### src/common/mac_rx_pkg.sv
package mac_rx_pkg;

   // Port set
   localparam int NUM_PORTS = 4;                  // MAC ports sharing one stream
   localparam int PORT_W    = 2;                  // Source-port tag width

   // Beat geometry
   localparam int DATA_W = 64;                    // Beat payload
   localparam int KEEP_W = DATA_W / 8;            // One enable per byte

   // Queue sizing
   localparam int FIFO_DEPTH      = 64;                      // Beats per port queue
   localparam int FIFO_AW         = $clog2(FIFO_DEPTH);      // FIFO pointer width
   localparam int FREE_W          = $clog2(FIFO_DEPTH + 1);  // Holds 0..FIFO_DEPTH
   localparam int MAX_FRAME_BEATS = 16;                      // Largest frame, scaled down

   // Statistics
   localparam int CNT_W = 16;                     // Drop counter width

   // Raw beat from the MAC, valid_bytes of zero marks an idle cycle
   typedef struct packed {
      logic [DATA_W-1:0] data;
      logic [KEEP_W-1:0] valid_bytes;             // Byte enables, all ones mid-frame
      logic              good_end;                // Last beat, frame ok
      logic              bad_end;                 // Last beat, MAC flagged error
   } mac_beat_t;

   // Stored beat, FIFO word and queue output
   typedef struct packed {
      logic [DATA_W-1:0] data;
      logic [KEEP_W-1:0] keep;
      logic              last;                    // End of frame
      logic              bad;                     // Frame marked bad by MAC
   } q_beat_t;

   // Merged stream beat with source tag
   typedef struct packed {
      logic [PORT_W-1:0] port;                    // Port the frame came in on
      q_beat_t           beat;
   } stream_beat_t;

endpackage

### src/rx_queue/pkt_fifo.sv
`timescale 1ns/1ps

module pkt_fifo (
   input  logic                             clk,
   input  logic                             reset,
   input  logic                             wr_en,
   input  mac_rx_pkg::q_beat_t              wr_data,
   input  logic                             rd_en,
   output mac_rx_pkg::q_beat_t              rd_data,
   output logic                             empty,
   output logic [mac_rx_pkg::FREE_W-1:0]    free
);
   import mac_rx_pkg::*;

   q_beat_t            mem [FIFO_DEPTH];          // Beat storage
   logic [FIFO_AW-1:0] wr_ptr;
   logic [FIFO_AW-1:0] rd_ptr;
   logic               do_wr;
   logic               do_rd;

   assign do_wr = wr_en && (free != '0);          // Ignore writes when full
   assign do_rd = rd_en && !empty;                // Ignore reads when empty

   // Storage, no reset on payload
   always_ff @(posedge clk) begin
      if (do_wr) begin
         mem[wr_ptr] <= wr_data;
      end
   end

   // Pointers wrap naturally, depth is a power of two
   always_ff @(posedge clk or posedge reset) begin
      if (reset) begin
         wr_ptr <= '0;
         rd_ptr <= '0;
         free   <= FREE_W'(FIFO_DEPTH);
      end else begin
         if (do_wr) wr_ptr <= wr_ptr + 1'b1;
         if (do_rd) rd_ptr <= rd_ptr + 1'b1;
         case ({do_wr, do_rd})
            2'b10:   free <= free - 1'b1;         // Write only
            2'b01:   free <= free + 1'b1;         // Read only
            default: free <= free;                // Both or none
         endcase
      end
   end

   // Fall-through head, valid whenever not empty
   assign rd_data = mem[rd_ptr];
   assign empty   = (free == FREE_W'(FIFO_DEPTH));

endmodule

### src/rx_queue/rx_queue.sv
`timescale 1ns/1ps

module rx_queue (
   input  logic                             clk,
   input  logic                             reset,
   input  mac_rx_pkg::mac_beat_t            mac_in,
   output mac_rx_pkg::q_beat_t              q_data,
   output logic                             q_valid,
   input  logic                             q_ready,
   output logic [mac_rx_pkg::CNT_W-1:0]     drop_count
);
   import mac_rx_pkg::*;

   typedef enum logic [1:0] {
      IDLE,                                       // Waiting for first beat
      ACCEPT,                                     // Frame admitted, writing beats
      DROP                                        // Frame refused, discarding beats
   } state_t;

   state_t            state;
   state_t            state_next;
   logic              beat_vld;                   // Nonzero byte enables
   logic              beat_end;                   // Good or bad end pulse
   logic              room;                       // Space for a largest frame
   logic              wr_en;
   logic              rd_en;
   logic              drop_start;                 // First beat of a refused frame
   logic              fifo_empty;
   q_beat_t           wr_beat;
   logic [FREE_W-1:0] free;
   logic [FREE_W-1:0] frame_cnt;                  // Complete frames held
   logic              frame_in;
   logic              frame_out;

   // MAC beat decode
   assign beat_vld = (mac_in.valid_bytes != '0);
   assign beat_end = mac_in.good_end || mac_in.bad_end;
   assign room     = (free >= FREE_W'(MAX_FRAME_BEATS));

   // Stored word
   assign wr_beat.data = mac_in.data;
   assign wr_beat.keep = mac_in.valid_bytes;
   assign wr_beat.last = beat_end;
   assign wr_beat.bad  = mac_in.bad_end;

   // Admission FSM, decision taken on the first beat only
   always_comb begin
      state_next = state;
      wr_en      = 1'b0;
      drop_start = 1'b0;
      case (state)
         IDLE: begin
            if (beat_vld) begin
               if (room) begin
                  wr_en = 1'b1;
                  if (!beat_end) state_next = ACCEPT;   // Single-beat frame stays idle
               end else begin
                  drop_start = 1'b1;
                  if (!beat_end) state_next = DROP;
               end
            end
         end
         ACCEPT: begin
            if (!beat_vld) begin
               state_next = IDLE;                 // Truncated frame, resync on gap
            end else begin
               wr_en = 1'b1;
               if (beat_end) state_next = IDLE;
            end
         end
         DROP: begin
            if (!beat_vld || beat_end) state_next = IDLE;
         end
         default: state_next = IDLE;
      endcase
   end

   always_ff @(posedge clk or posedge reset) begin
      if (reset) begin
         state      <= IDLE;
         drop_count <= '0;
      end else begin
         state <= state_next;
         if (drop_start) drop_count <= drop_count + 1'b1;   // Once per refused frame
      end
   end

   pkt_fifo u_fifo (
      .clk     (clk),
      .reset   (reset),
      .wr_en   (wr_en),
      .wr_data (wr_beat),
      .rd_en   (rd_en),
      .rd_data (q_data),
      .empty   (fifo_empty),
      .free    (free)
   );

   // Complete-frame count gates the read side
   assign frame_in  = wr_en && beat_end;
   assign frame_out = rd_en && q_data.last;

   always_ff @(posedge clk or posedge reset) begin
      if (reset) begin
         frame_cnt <= '0;
      end else begin
         case ({frame_in, frame_out})
            2'b10:   frame_cnt <= frame_cnt + 1'b1;
            2'b01:   frame_cnt <= frame_cnt - 1'b1;
            default: frame_cnt <= frame_cnt;
         endcase
      end
   end

   // Only whole frames are offered downstream
   assign q_valid = (frame_cnt != '0) && !fifo_empty;
   assign rd_en   = q_valid && q_ready;

endmodule

### config.mk
export PLATFORM = sky130hd
export DESIGN_NAME = rx_queue
export DESIGN_NICKNAME = d
export VERILOG_FILES = /design/src/common/mac_rx_pkg.sv /design/src/rx_queue/pkt_fifo.sv /design/src/rx_queue/rx_queue.sv
export SDC_FILE = /design/constraint.sdc
export NUM_CORES = 2
export LEC_CHECK = 0
export BUFFER_PORTS_ARGS = -buffer_cell sky130_fd_sc_hd__buf_2
export CAP_MARGIN = 5
export CELL_PAD_IN_SITES_DETAIL_PLACEMENT = 1
export CELL_PAD_IN_SITES_GLOBAL_PLACEMENT = 1
export CORE_UTILIZATION = 35
export CTS_CLUSTER_SIZE = 10
export DETAILED_ROUTE_END_ITERATION = 10
export PLACE_DENSITY_LB_ADDON = 0.1
export SYNTH_ARGS = -nofsm -noshare
export SYNTH_HDL_FRONTEND = slang
export SYNTH_MEMORY_MAX_BITS = 65536
export SYNTH_SLANG_ARGS = --single-unit
export TNS_END_PERCENT = 10
### constraint.sdc
create_clock -name clk -period 6.57 [get_ports clk]
set_clock_uncertainty 0.05 [all_clocks]
set_input_delay 0.9855 -clock clk [delete_from_list [all_inputs] [get_ports clk]]
set_output_delay 0.9855 -clock clk [all_outputs]
set_load 0.02 [all_outputs]
==> impl_metrics.json <==
{
  "seq_area_sq_um": 143000,
  "die_w_um": 724,
  "fp.dieH_um": 724,
  "start_util_pct": 35.2,
  "required_ps": 5530,
  "gp_congestion": 0.734,
  "yosysSeqAreaShare_pct": 78.6,
  "clk_pin_slew_ps": 60,
  "hold_violations": 0,
  "syn_area_sq_um": 182000,
  "fin_nets": 8393,
  "ys_async_sr_fraction_pct": 0.921,
  "grt_usage_pct": 22.1,
  "status": "finished clean",
  "area_delta_synth_final_pct": 15.3,
  "crit_path_max_fanout": 31,
  "grt-busiest-layer": "met2",
  "rsz0062_at_grt": "false",
  "antenna_found_initial": 55,
  "insertion_delay_ps": 1060,
  "setup_viol": 0,
  "power_frac_comb_pct": 30.5,
  "synth_top_area_share_pct": 78.0,
  "drt_first_pass_iters": 5,
  "numClockSinks": 4780,
  "multi_input_area_sq_um": 37300,
  "synth-edff-count": 4736,
  "final_util_pct": 40.6,
  "first_iter_violations": 9327,
  "drive_above_1_share_pct": 29.5,
  "worstMarginPinSlew_ps": 1310,
  "max_cap_viol_count": 0,
  "synthCells": 7645,
  "synth_ff_type": "edfxtp_1",
  "use_met2_pct": 37.1,
  "io-pin-count": 168,
  "hpwlAfterDp_um": 298000,
  "synthTopCellsByCount": "4736 x edfxtp_1, 1252 x mux4_2, 210 x mux2i_1, 145 x buf_2, 143 x nor2_1",
  "period_share_pct": 93.2,
  "p_seq_share_pct": 39.1,
  "finalSetupTns_ps": 0,
  "finalCriticalPeriod_ps": 6120,
  "route.detailed.drc": 0,
  "rows": 264,
  "yosys.cell_types.count": 61,
  "powerDensity_nw_per_um2": 442,
  "use_met1_pct": 30.9,
  "ys_top_cells_by_area": "edfxtp_1 78%, mux4_2 15%, mux2i_1 1.2%, dfrtp_1 0.59%, buf_2 0.40%",
  "yosysWarningCount": 0,
  "power.leakage_nw": 64.9,
  "slew_violations": 0,
  "p_sw_mw": 29.9,
  "cts_inserted_buffers": 570,
  "max-slew-margin-rel_pct": 12.3,
  "core-area_sq_um": 518000,
  "grt_pass1_vias": 92098,
  "internal-power_mw": 63.0,
  "tritoncts": "done",
  "yosys.area.top_type": "edfxtp_1",
  "vias": 87396,
  "drtAntennaViolNets": 0,
  "hp-class": "in2reg",
  "grt_max_degree": 107,
  "vias_per_cell": 5.65,
  "cts.path.max_buffers": 4,
  "criticalPathCategory": "reg2out",
  "overflow": 0,
  "grt_first_pass_wirelength_um": 795000,
  "htree_levels": 6,
  "met3_usage_pct": 3.18,
  "clkPwrFrac_pct": 30.4,
  "critPathCaptureType": "output pin",
  "root_buffer": "clkbuf_16",
  "syn_nets": 7739,
  "dieArea_sq_um": 524000,
  "ir_drop_mv": 0.371,
  "totalWireLength_um": 586000,
  "startpoint_type": "register",
  "synth.most_common_cell": "edfxtp_1",
  "routedWlPerCell_um": 37.9,
  "syn_area_per_cell_sq_um": 23.9,
  "arrival_ps": 5090,
  "switching_share_pct": 32.2,
  "numPortBuffers": 167,
  "fill_cells": 47566,
  "synth_seq_cells": 4780,
  "fmax_ghz": 0.163,
  "cts_resized": 0
}
## state kept, by name (all words and copies together) (netlist names)
| signal | flops |
|---|---|
| u_fifo.rd_ptr | 6 |
| u_fifo.wr_ptr | 6 |
| state | 2 |
| frame_cnt | 7 |
| u_fifo.free | 7 |
| u_fifo.mem | 4736 |
| drop_count | 16 |
## cells in the final DEF (no fill, tap or decap), types with 57 or more instances in the layout
cell type     n
edfxtp_1   4736
mux4_2     1252
clkbuf_16   581
mux2i_1     210
buf_4       202
buf_2       167
clkbuf_1    125
buf_12      124
nand2_1     115
o221ai_1     82
nor2_1       75
a22oi_1      72
nor2_4       67
o22ai_1      62
a21oi_1      57
## critical path, cell delays in order, from the launching register on
cell,delay [ps]
dfrtp_4,1020
buf_12,350
buf_4,330
mux2i_1,130
o221ai_1,280
o22ai_1,160
a211oi_1,380
nor2_1,130
a221oi_1,840
buf_2,320
## cell families after synthesis
family	after synthesis	synth area share, %
DFF	4780	78.6
muxes	1499	16.8
AOI/OAI and AO/OA	512	2.06
buffers and inverters	426	1.29
and+or+nand+nor	376	0.917
xor gates and xnor gates	35	0.168
adders and majority gates	17	0.125
## area by class of cell
cell class | count | share of cell area, %
Inverter | 13 | 0.0268
Antenna cell | 16 | 0.0190
Sequential cell | 4780 | 68.2
Multi-Input combinational cell | 2439 | 17.7
Timing Repair Buffer | 495 | 2.31
Clock inverter | 90 | 0.455
Clock buffer | 708 | 7.15
Tap cell | 6916 | 4.12
## repair_timing
action                    4_1_cts  5_1_grt
hold buffers                    1        0
setup buffers                   0        0
hold endpoints to repair        2        0
## path summary, 6_finish.rpt
check                                                   from                      endpoint  slack (ps)  depth (start not counted)
worst max register to register  u_fifo.rd_ptr[3]$_DFFE_PP0P_      frame_cnt[6]$_DFFE_PP0P_        1280                         14
worst max-delay path            u_fifo.rd_ptr[0]$_DFFE_PP0P_                    q_data[21]         450                          9
min in group asynchronous                              reset     drop_count[0]$_DFFE_PP0P_         250                          3
worst min-delay path                               mac_in[3]   u_fifo.mem[16][3]$_DFFE_PP_         160                          1
max in group asynchronous                              reset  u_fifo.rd_ptr[1]$_DFFE_PP0P_        5120                          4
worst min register to register    drop_count[15]$_DFFE_PP0P_    drop_count[15]$_DFFE_PP0P_         420                          1
## power by group through the flow
stage / clock network, mW / logic (mW) / registers (mW)
finish: 28.2 / 28.3 / 36.3
global route: 29.9 / 30.0 / 36.4
CTS: 28.9 / 29.1 / 36.3
detailed placement: 0 / 29.1 / 36.9
global placement: 0 / 29.0 / 36.8
floorplan: 0 / 17.7 / 36.7
## stage by stage
step	power (mW)	std cells	worst slack [ps]	hold slack [ps]	cell area [sq um]
after floorplan	54.4	7645	744	393	182000
after global placement	65.8	14641	1220	406	194000
after detailed placement	66.0	14642	1310	414	194000
after CTS	94.4	15441	284	62.7	210000
after global routing	96.3	15444	182	113	210000
final	92.9	15457	449	162	210000
## routing by layer
metal  up-vias  wire [um]
li1      34303          -
met1     49652     253000
met2      2678     289000
met3       753      31500
met4        10      12100
met5         -         57
Power figures use the tool's default switching activity.
