[config.mk]
export PLATFORM = sky130hd
export DESIGN_NAME = port_arbiter
export DESIGN_NICKNAME = d
export VERILOG_FILES = /design/src/common/mac_rx_pkg.sv /design/src/source/port_arbiter.sv
export SDC_FILE = /design/constraint.sdc
export NUM_CORES = 1
export LEC_CHECK = 0
export ABC_AREA = 1
export BUFFER_PORTS_ARGS = -buffer_cell sky130_fd_sc_hd__buf_2
export CORE_AREA = 2 2 149 151
export CTS_BUF_LIST = sky130_fd_sc_hd__clkbuf_8
export DETAILED_ROUTE_END_ITERATION = 16
export DIE_AREA = 0 0 151 153
export MAX_ROUTING_LAYER = met4
export PLACE_DENSITY = 0.6
export SLEW_MARGIN = 15
export SYNTH_ARGS = -nofsm -noshare
export SYNTH_HDL_FRONTEND = slang
export SYNTH_SLANG_ARGS = --single-unit
[constraint.sdc]
create_clock -name clk -period 5.95 [get_ports clk]
set_clock_uncertainty 0.05 [all_clocks]
set_input_delay 0.2975 -clock clk [delete_from_list [all_inputs] [get_ports clk]]
set_output_delay 0.2975 -clock clk [all_outputs]
set_load 0.01 [all_outputs]
[src/common/mac_rx_pkg.sv]
package mac_rx_pkg;

   // Port set
   localparam int NUM_PORTS = 4;                  // MAC ports sharing one stream
   localparam int PORT_W    = 2;                  // Source-port tag width

   // Beat geometry
   localparam int DATA_W = 64;                    // Beat payload
   localparam int KEEP_W = DATA_W / 8;            // One enable per byte

   // Queue sizing
   localparam int FIFO_DEPTH      = 64;                      // Beats per port queue
   localparam int FIFO_AW         = $clog2(FIFO_DEPTH);      // FIFO pointer width
   localparam int FREE_W          = $clog2(FIFO_DEPTH + 1);  // Holds 0..FIFO_DEPTH
   localparam int MAX_FRAME_BEATS = 16;                      // Largest frame, scaled down

   // Statistics
   localparam int CNT_W = 16;                     // Drop counter width

   // Raw beat from the MAC, valid_bytes of zero marks an idle cycle
   typedef struct packed {
      logic [DATA_W-1:0] data;
      logic [KEEP_W-1:0] valid_bytes;             // Byte enables, all ones mid-frame
      logic              good_end;                // Last beat, frame ok
      logic              bad_end;                 // Last beat, MAC flagged error
   } mac_beat_t;

   // Stored beat, FIFO word and queue output
   typedef struct packed {
      logic [DATA_W-1:0] data;
      logic [KEEP_W-1:0] keep;
      logic              last;                    // End of frame
      logic              bad;                     // Frame marked bad by MAC
   } q_beat_t;

   // Merged stream beat with source tag
   typedef struct packed {
      logic [PORT_W-1:0] port;                    // Port the frame came in on
      q_beat_t           beat;
   } stream_beat_t;

endpackage

[src/source/port_arbiter.sv]
`timescale 1ns/1ps

module port_arbiter (
   input  logic                                           clk,
   input  logic                                           reset,
   input  mac_rx_pkg::q_beat_t [mac_rx_pkg::NUM_PORTS-1:0] q_data,
   input  logic [mac_rx_pkg::NUM_PORTS-1:0]               q_valid,
   output logic [mac_rx_pkg::NUM_PORTS-1:0]               q_ready,
   output mac_rx_pkg::stream_beat_t                       m_data,
   output logic                                           m_valid,
   input  logic                                           m_ready
);
   import mac_rx_pkg::*;

   logic [PORT_W-1:0] rr_ptr;                     // First port considered next
   logic [PORT_W-1:0] grant;                      // Port owning the stream
   logic              locked;                     // Grant held for a whole frame
   logic [PORT_W-1:0] pick;
   logic              pick_ok;
   logic              take;                       // Output stage can accept
   logic              xfer;                       // Beat moves from granted queue

   // Round-robin search from rr_ptr, lowest offset wins
   always_comb begin
      pick    = rr_ptr;
      pick_ok = 1'b0;
      for (int k = NUM_PORTS - 1; k >= 0; k--) begin
         if (q_valid[rr_ptr + PORT_W'(k)]) begin
            pick    = rr_ptr + PORT_W'(k);
            pick_ok = 1'b1;
         end
      end
   end

   assign take = !m_valid || m_ready;             // Empty or draining this cycle
   assign xfer = locked && take && q_valid[grant];

   // Ready goes to the granted port only
   always_comb begin
      q_ready        = '0;
      q_ready[grant] = locked && take;
   end

   // Grant lock and pointer update
   always_ff @(posedge clk or posedge reset) begin
      if (reset) begin
         locked <= 1'b0;
         grant  <= '0;
         rr_ptr <= '0;                            // Port 0 first after reset
      end else begin
         if (!locked) begin
            if (pick_ok) begin
               locked <= 1'b1;                    // Effective next cycle
               grant  <= pick;
            end
         end else if (xfer && q_data[grant].last) begin
            locked <= 1'b0;                       // Frame done, release
            rr_ptr <= grant + 1'b1;
         end
      end
   end

   // Output register, holds while stalled
   always_ff @(posedge clk or posedge reset) begin
      if (reset) begin
         m_valid <= 1'b0;
      end else if (take) begin
         m_valid <= xfer;
      end
   end

   always_ff @(posedge clk) begin
      if (xfer) begin
         m_data.port <= grant;                    // Source tag
         m_data.beat <= q_data[grant];
      end
   end

endmodule

==> summary.md, run 1 <==
| Metric | Value |
|---|---|
| Post-cts resize count | 0 |
| Mux cell area share after synthesis | 0% |
| WHS Endpoint | m_valid |
| Hold Fails Final Rpt | 0 |
| Initial Utilization | 22.77% |
| Max_cap viols | 0 |
| Via density | 4.751 |
| Worst setup startpoint | grant[0] |
| Maximum vdd ir drop | 0.1663 mV |
| Final WL | 20.28 mm |
| Layout fillers | 2311 |
| Via count | 5867 |
| Measured slew at the worst slew-check pin | 1.097 ns |
| Multi-input combinational cell area | 2150 um2 |
| RR Startpoint | grant[0] |
| Post-synth top cells | 153 x nor2_1, 139 x o21ai_0, 76 x edfxtp_1 |
| Post-synthesis async set-or-reset flop share | 7.317% |
| Synthesized flop and latch total | 82 |
| P_leak | 3.287 nW |
| Core area | 21490 um2 |
| Final Total Pwr | 3.529 mW |
| CP Data Required Time | 5.91 ns |
| Setup violators final | 0 |
| EDFF count, synth | 76 |
| Hold depth | 2 |
| Post-layout util | 33.41% |
| Remaining Overflow, GRT | 0 |
| Die area | 23100 um2 |
| Hold_sp | m_ready |
| Dominant cell type by area after synthesis | edfxtp_1 |
| Nets@finish | 1257 |
| Max Root-Sink Buffers | 2 |
| Met1 Usage GRT | 19.91% |
| Synth Net Count | 906 |
| CTS buffer count | 9 |
| Cell-internal power | 1.921 mW |
| Synth area leaders | edfxtp_1 47%, o21ai_0 14%, nor2_1 12% |
| Num rows | 54 |
| Distinct cells, synth | 22 |
| Post-synth top area share | 46.65% |
| Largest net degree at the start of global routing | 81 |
| Buffers on Ports | 383 |
| Residual DRC | 0 |
| Setup TNS Final | 0 ns |
| Count leader, synth | nor2_1 |
| Post-Synth Simple-Gate Area | 16.60% |
| Die W | 151 um |
| GR Util met3 | 4.000% |
| Reg clk slew, reported paths | 0.08 ns |
| Vias in the first global route | 5465 |
| Minimum clock period | 3.729 ns |
| Synthesized cell area | 4892 um2 |
| CTS Root Cell | clkbuf_8 |
| P_sw | 1.608 mW |
| CTS Sinks | 82 |
| Routed Antenna Nets | 0 |
| Synth Flop Type | edfxtp_1 |
| P per Cell Area | 491.6 nW/um2 |
| Sequential power share | 36.5% |
| CP startpoint kind | flip-flop |
| Post-DP HPWL | 15.48 mm |
| Sequential fraction of the synthesis area | 49.72% |
| Maximum clock rate | 268.2 MHz |
| Met2 Use GR | 28.87% |
| Largest family of logic cells by synthesized area | compound AO/OA/AOI/OAI gates |
| Critical Path AT | 3.69 ns |
| CP Class | flip-flop to flip-flop |
| # IOs | 384 |
| Flop2flop setup slack | 2.22 ns |
| FF+latch area | 2437 um2 |
| Min-Delay Path Class | input pin to flip-flop |
| Post-synthesis cell count | 599 |
| Initial antenna violation count | 4 |
| CP Max Fanout | 80 |
| Final WS setup | 2.221 ns |
| Layout cell share with drive strength beyond 1 | 44.44% |
| Drt pass-1 iters | 5 |
| Compound-gate portion of the synthesized area | 26.21% |
| H-tree depth | 3 |
| Skew-Pair Late Insertion Delay | 0.36 ns |
| Status | completed |
| R2r endpoint | m_data[47] |
| Final Cycle Share | 62.68% |
| First-pass GRT wire length | 29.01 mm |
| Post-Place Worst Slack | 2.111 ns |
| Syn_area_per_cell | 8.167 um2 |
| RSZ-0062 raised after global routing | no |
| CTS tree | yes |
| GRT Util Overall | 17.03% |
| Most crowded layer after global routing | met2 |
| Adder-Cell Fraction of Synth Area | 1.023% |
| Sw Ratio | 45.57% |
| Die H | 153 um |
| Clock power share | 11.2% |
| Violation count after the first detailed-route iteration | 444 |
| Layout area overhead | 46.75% |
| Slew HR | 26.69% |
| Placer congestion estimate | 0.8769 |
| WL per Instance | 16.42 um |
| CP Capture Type | flip-flop |
| Reg2reg path depth | 7 |
| Combinational power share | 52.2% |
| Number of synthesis warnings | 0 |
| Post-Synth XOR/XNOR Area | 0% |
| Count of pins over their slew limit | 0 |
[logic make-up (layout without fill, tap and decap cells)]
family                     count (synthesis)  after routing
AOI/OAI and AO/OA                        234            234
adders and majority gates                  4              4
buffers and inverters                     72            427
DFF                                       82             82
other                                      0              1
and+or+nand+nor                          207            207
[stage by stage]
| step | instance area [um2] | hold WS, ns | std cells |
|---|---|---|---|
| floorplan | 4892 | 0.03846 | 599 |
| global placement | 6984 | 0.1829 | 1218 |
| detailed placement | 6984 | 0.1827 | 1218 |
| CTS | 7177 | 0.03940 | 1234 |
| global route | 7179 | 0.03967 | 1235 |
| finish | 7179 | 0.07399 | 1235 |
[cells in the final DEF (no fill, tap or decap)]
cell type,synthesis,layout
nand4_1,1,1
o22ai_1,74,74
dfrtp_2,0,1
buf_4,1,6
clkinv_2,0,2
nor2_4,0,1
nor2_1,153,153
o21ai_1,17,17
nand2_2,8,8
clkinvlp_4,0,2
a21oi_1,2,2
nand3_1,6,6
edfxtp_1,76,76
ha_1,4,4
buf_2,15,383
nor2_2,2,1
o22ai_2,1,1
o21ai_0,139,139
inv_4,0,1
clkbuf_8,0,9
bufinv_16,0,1
clkinv_1,0,1
a21oi_4,1,1
dfrtp_1,6,4
dfrtp_4,0,1
diode_2,0,1
dlygate4sd3_1,0,1
inv_1,15,15
nand2_1,37,37
inv_2,7,6
[worst max-delay path by stage]
stage,endpoint,cells past startpoint
4_1_cts,m_data[71],7
5_1_grt,m_data[68],7
3_3_place_gp,m_data[68],7
6_report,m_data[47],7
3_5_place_dp,m_data[47],7
2_1_floorplan,rr_ptr[1],11
[routing by layer]
layer / part of all wire [%] / routed length, um
met5: 0 / 0
met2: 49 / 9937
met1: 41 / 8237
met4: 1.9 / 382
met3: 8.5 / 1720
[critical path, stage by stage, from the launching register on]
cell and delay (ns):
dfrtp_4 0.89, inv_4 0.46, a21oi_1 0.24, o21ai_1 0.09, nand2_1 0.10, inv_2 0.05
nor2_4 0.80, buf_4 0.55
[timing repair]
action                    CTS  global route
setup buffers               0             0
hold endpoints to repair    6             0
hold buffers                1             0
[area by class of cell]
| type | instances | share of cell area [%] |
|---|---|---|
| clock buffers | 9 | 1.725 |
| well taps | 280 | 4.880 |
| clock inverters | 6 | 0.8191 |
| inverters | 22 | 1.185 |
| multi-input cells | 445 | 29.94 |
| repair buffers | 390 | 27.47 |
| diodes | 1 | 0.03486 |
| flip-flops and latches | 82 | 33.95 |
[flip-flops by register name, indices dropped and copies added (netlist names)]
name	flops
grant	2
locked	1
m_data	76
m_valid	1
rr_ptr	2
[power by group through the flow]
stage,clock [mW],sequential (mW),combinational [mW]
finish,0.397,1.29,1.84
detailed placement,0,1.31,1.87
CTS,0.422,1.30,1.87
global route,0.441,1.33,2.07
global placement,0,1.30,1.85
floorplan,0,1.35,1.11
Note: power is estimated with default switching activity, not from simulation.
==> run 2, diff against run 1 <==
--- a/config.mk
+++ b/config.mk
@@ -7,10 +7,10 @@
 export LEC_CHECK = 0
 export ABC_AREA = 1
 export BUFFER_PORTS_ARGS = -buffer_cell sky130_fd_sc_hd__buf_2
-export CORE_AREA = 2 2 149 151
+export CORE_AREA = 2 2 150 152
 export CTS_BUF_LIST = sky130_fd_sc_hd__clkbuf_8
 export DETAILED_ROUTE_END_ITERATION = 16
-export DIE_AREA = 0 0 151 153
+export DIE_AREA = 0 0 152 154
 export MAX_ROUTING_LAYER = met4
 export PLACE_DENSITY = 0.6
 export SLEW_MARGIN = 15
==> constraint.sdc (replaced) <==
create_clock -name clk -period 3.55 [get_ports clk]
set_clock_uncertainty 0.05 [all_clocks]
set_input_delay 0.1775 -clock clk [delete_from_list [all_inputs] [get_ports clk]]
set_output_delay 0.1775 -clock clk [all_outputs]
set_load 0.01 [all_outputs]
==> run 2 against run 1 <==
Hold slack better by 0.022 ns. Maximum frequency up 47%. Setup slack worse by 1.2 ns. Via count shrank 0.55%.
==> summary.md, run 2 (synthesis results as in run 1) <==
| Metric | Value |
|---|---|
| Status | completed |
| First-pass GRT wire length | 30.72 mm (+5.9%) |
| Routed Antenna Nets | 0 (unchanged) |
| Remaining Overflow, GRT | 0 (unchanged) |
| Post-Place Worst Slack | 0.9197 ns (-1.191 ns) |
| Post-DP HPWL | 15.89 mm (+2.7%) |
| Die area | 23410 um2 (+1.3%) |
| Via density | 4.668 (-1.7%) |
| Minimum clock period | 2.539 ns (-1.191 ns) |
| P per Cell Area | 843.4 nW/um2 (+72%) |
| Setup TNS Final | 0 ns (unchanged) |
| Die W | 152 um (+0.66%) |
| Placer congestion estimate | 0.8773 (about the same) |
| Initial Utilization | 22.56% (-0.21 points) |
| Via count | 5835 (-0.55%) |
| P_leak | 3.379 nW (+2.8%) |
| Drt pass-1 iters | 5 (unchanged) |
| Initial antenna violation count | 4 (unchanged) |
| Core area | 21690 um2 (+0.94%) |
| Skew-Pair Late Insertion Delay | 0.36 ns (about the same) |
| Hold depth | 3 (+1) |
| Top reg by flops | m_data |
| Combinational power share | 53.0% (+0.8 points) |
| GRT Util Overall | 17.26% (+0.23 points) |
| Buffers on Ports | 383 (unchanged) |
| Post-CTS setup buffers | 0 (unchanged) |
| Met3 wire length | 1.801 mm (+4.7%) |
| Hold Fails Final Rpt | 0 (unchanged) |
| CTS buffer count | 9 (unchanged) |
| # IOs | 384 (unchanged) |
| Violation count after the first detailed-route iteration | 378 (-15%) |
| Residual DRC | 0 (unchanged) |
| Setup violators final | 0 (unchanged) |
| CP Class | flip-flop to flip-flop |
| Top flop regs | m_data x76, grant x2, rr_ptr x2 |
| P_sw | 2.733 mW (+70%) |
| RSZ-0062 raised after global routing | no |
| CTS Root Cell | clkbuf_8 |
| Highest routed metal layer | met4 |
| WL per Instance | 16.54 um (+0.75%) |
| Slew HR | 42.71% (+16 points) |
| Max Root-Sink Buffers | 2 (unchanged) |
| Clock power share | 13.1% (+1.9 points) |
| Max reg flops | 76 (unchanged) |
| Reg2reg path depth | 7 (unchanged) |
| Measured slew at the worst slew-check pin | 0.8504 ns (-0.2466 ns) |
| Maximum clock rate | 393.9 MHz (+47%) |
| Met1 wire length | 8.394 mm (+1.9%) |
| Sequential power share | 33.9% (-2.6 points) |
| CP Max Fanout | 48 (-40%) |
| Critical Path AT | 2.56 ns (-1.13 ns) |
| Min-Delay Path Class | input pin to flip-flop |
| Final WL | 20.68 mm (+2.0%) |
| CP Capture Type | flip-flop |
| Count of pins over their slew limit | 0 (unchanged) |
| Layout cell share with drive strength beyond 1 | 44.87% (+0.43 points) |
| H-tree depth | 3 (unchanged) |
| Final Total Pwr | 6.193 mW (+75%) |
| Met2 wire length | 10.27 mm (+3.4%) |
| Layout area overhead | 50.10% |
| CP startpoint kind | flip-flop |
| Final Cycle Share | 71.51% (+8.8 points) |
| Flop2flop setup slack | 1.01 ns (-1.21 ns) |
| CTS tree | yes |
| Num rows | 54 (unchanged) |
| Vias in the first global route | 5613 (+2.7%) |
| Final WS setup | 1.011 ns (-1.209 ns) |
| Sw Ratio | 44.13% (-1.4 points) |
| Largest net degree at the start of global routing | 151 (+86%) |
| Nets@finish | 1267 (+0.80%) |
| Maximum vdd ir drop | 0.3162 mV (+90%) |
| Cell-internal power | 3.460 mW (+80%) |
| Commonest non-fill, non-tap cell in the layout | buf_2 |
| Reg clk slew, reported paths | 0.09 ns (about the same) |
| CTS Sinks | 82 (unchanged) |
| Commonest non-fill, non-tap cells in the layout | 383 x buf_2, 153 x nor2_1, 139 x o21ai_0, 76 x edfxtp_1, 74 x o22ai_1 |
| CP Data Required Time | 3.57 ns (-2.34 ns) |
| Die H | 154 um (+0.65%) |
| Max_cap viols | 0 (unchanged) |
-- run 2: changes by cell type in the layout (fill, tap and decap cells not counted) --
cell,change
clkinv_1,-1
buf_4,+7
clkinv_2,-1
bufinv_16,+2
buf_12,+2
clkinvlp_4,-1
diode_2,+4
dlygate4sd3_1,+1
inv_1,+2
-- run 2: final timing paths --
path | end | startpoint
setup reg to reg | m_data[50] | grant[1]
setup / recovery | m_data[50] | grant[1]
hold / removal | m_data[14] | q_data[14]
min in group asynchronous | locked | reset
max in group asynchronous | grant[0] | reset
hold reg to reg | m_valid | m_valid
-- run 2: final cells by class --
class / count / area [um2]
antenna: 5 / 12.51
clock buffer: 9 / 123.9
clock inverter: 7 / 110.1
fill: 2337 / 14350
inverter: 22 / 85.08
multi-input combinational: 445 / 2150
sequential: 82 / 2437
tap: 280 / 350.3
timing repair buffer: 400 / 2074
-- run 2: per-stage QoR --
step	cell area [um2]	std cells	utilization (%)	hold WS [ns]
detailed placement	7077	1227	32.63	0.06398
floorplan	4892	599	-	-0.08154
CTS	7331	1245	33.80	0.05973
global placement	7077	1227	32.63	0.05711
global route	7341	1249	33.85	0.08645
finish	7343	1250	33.86	0.09597
-- run 2: power by group through the flow --
| stage | clock (mW) | sequential, mW | combinational, mW |
|---|---|---|---|
| 2_1_floorplan | 0 | 2.26 | 1.87 |
| 3_5_place_dp | 0 | 2.13 | 3.32 |
| 6_report | 0.813 | 2.10 | 3.28 |
| 5_1_grt | 0.885 | 2.16 | 3.65 |
| 3_3_place_gp | 0 | 2.12 | 3.27 |
| 4_1_cts | 0.850 | 2.11 | 3.33 |
-- run 2: worst max-delay path: stages (launching register included) --
cell and delay (ns):
dfrtp_2 0.58, inv_2 0.41, a21oi_1 0.23, o21ai_1 0.09
nand2_1 0.07, inv_2 0.05, nor2_4 0.47, buf_4 0.28
-- run 2: repair_timing --
item,in CTS,in global routing
gates resized for setup,0,0
hold endpoints to repair,7,0
hold buffers,2,0
-- run 2: per-layer routing --
layer / up-vias / global-route usage, %
met5: - / -
met4: 0 / 3.916
met3: 17 / 4.876
met2: 318 / 29.56
met1: 2641 / 20.18
li1: 2859 / -
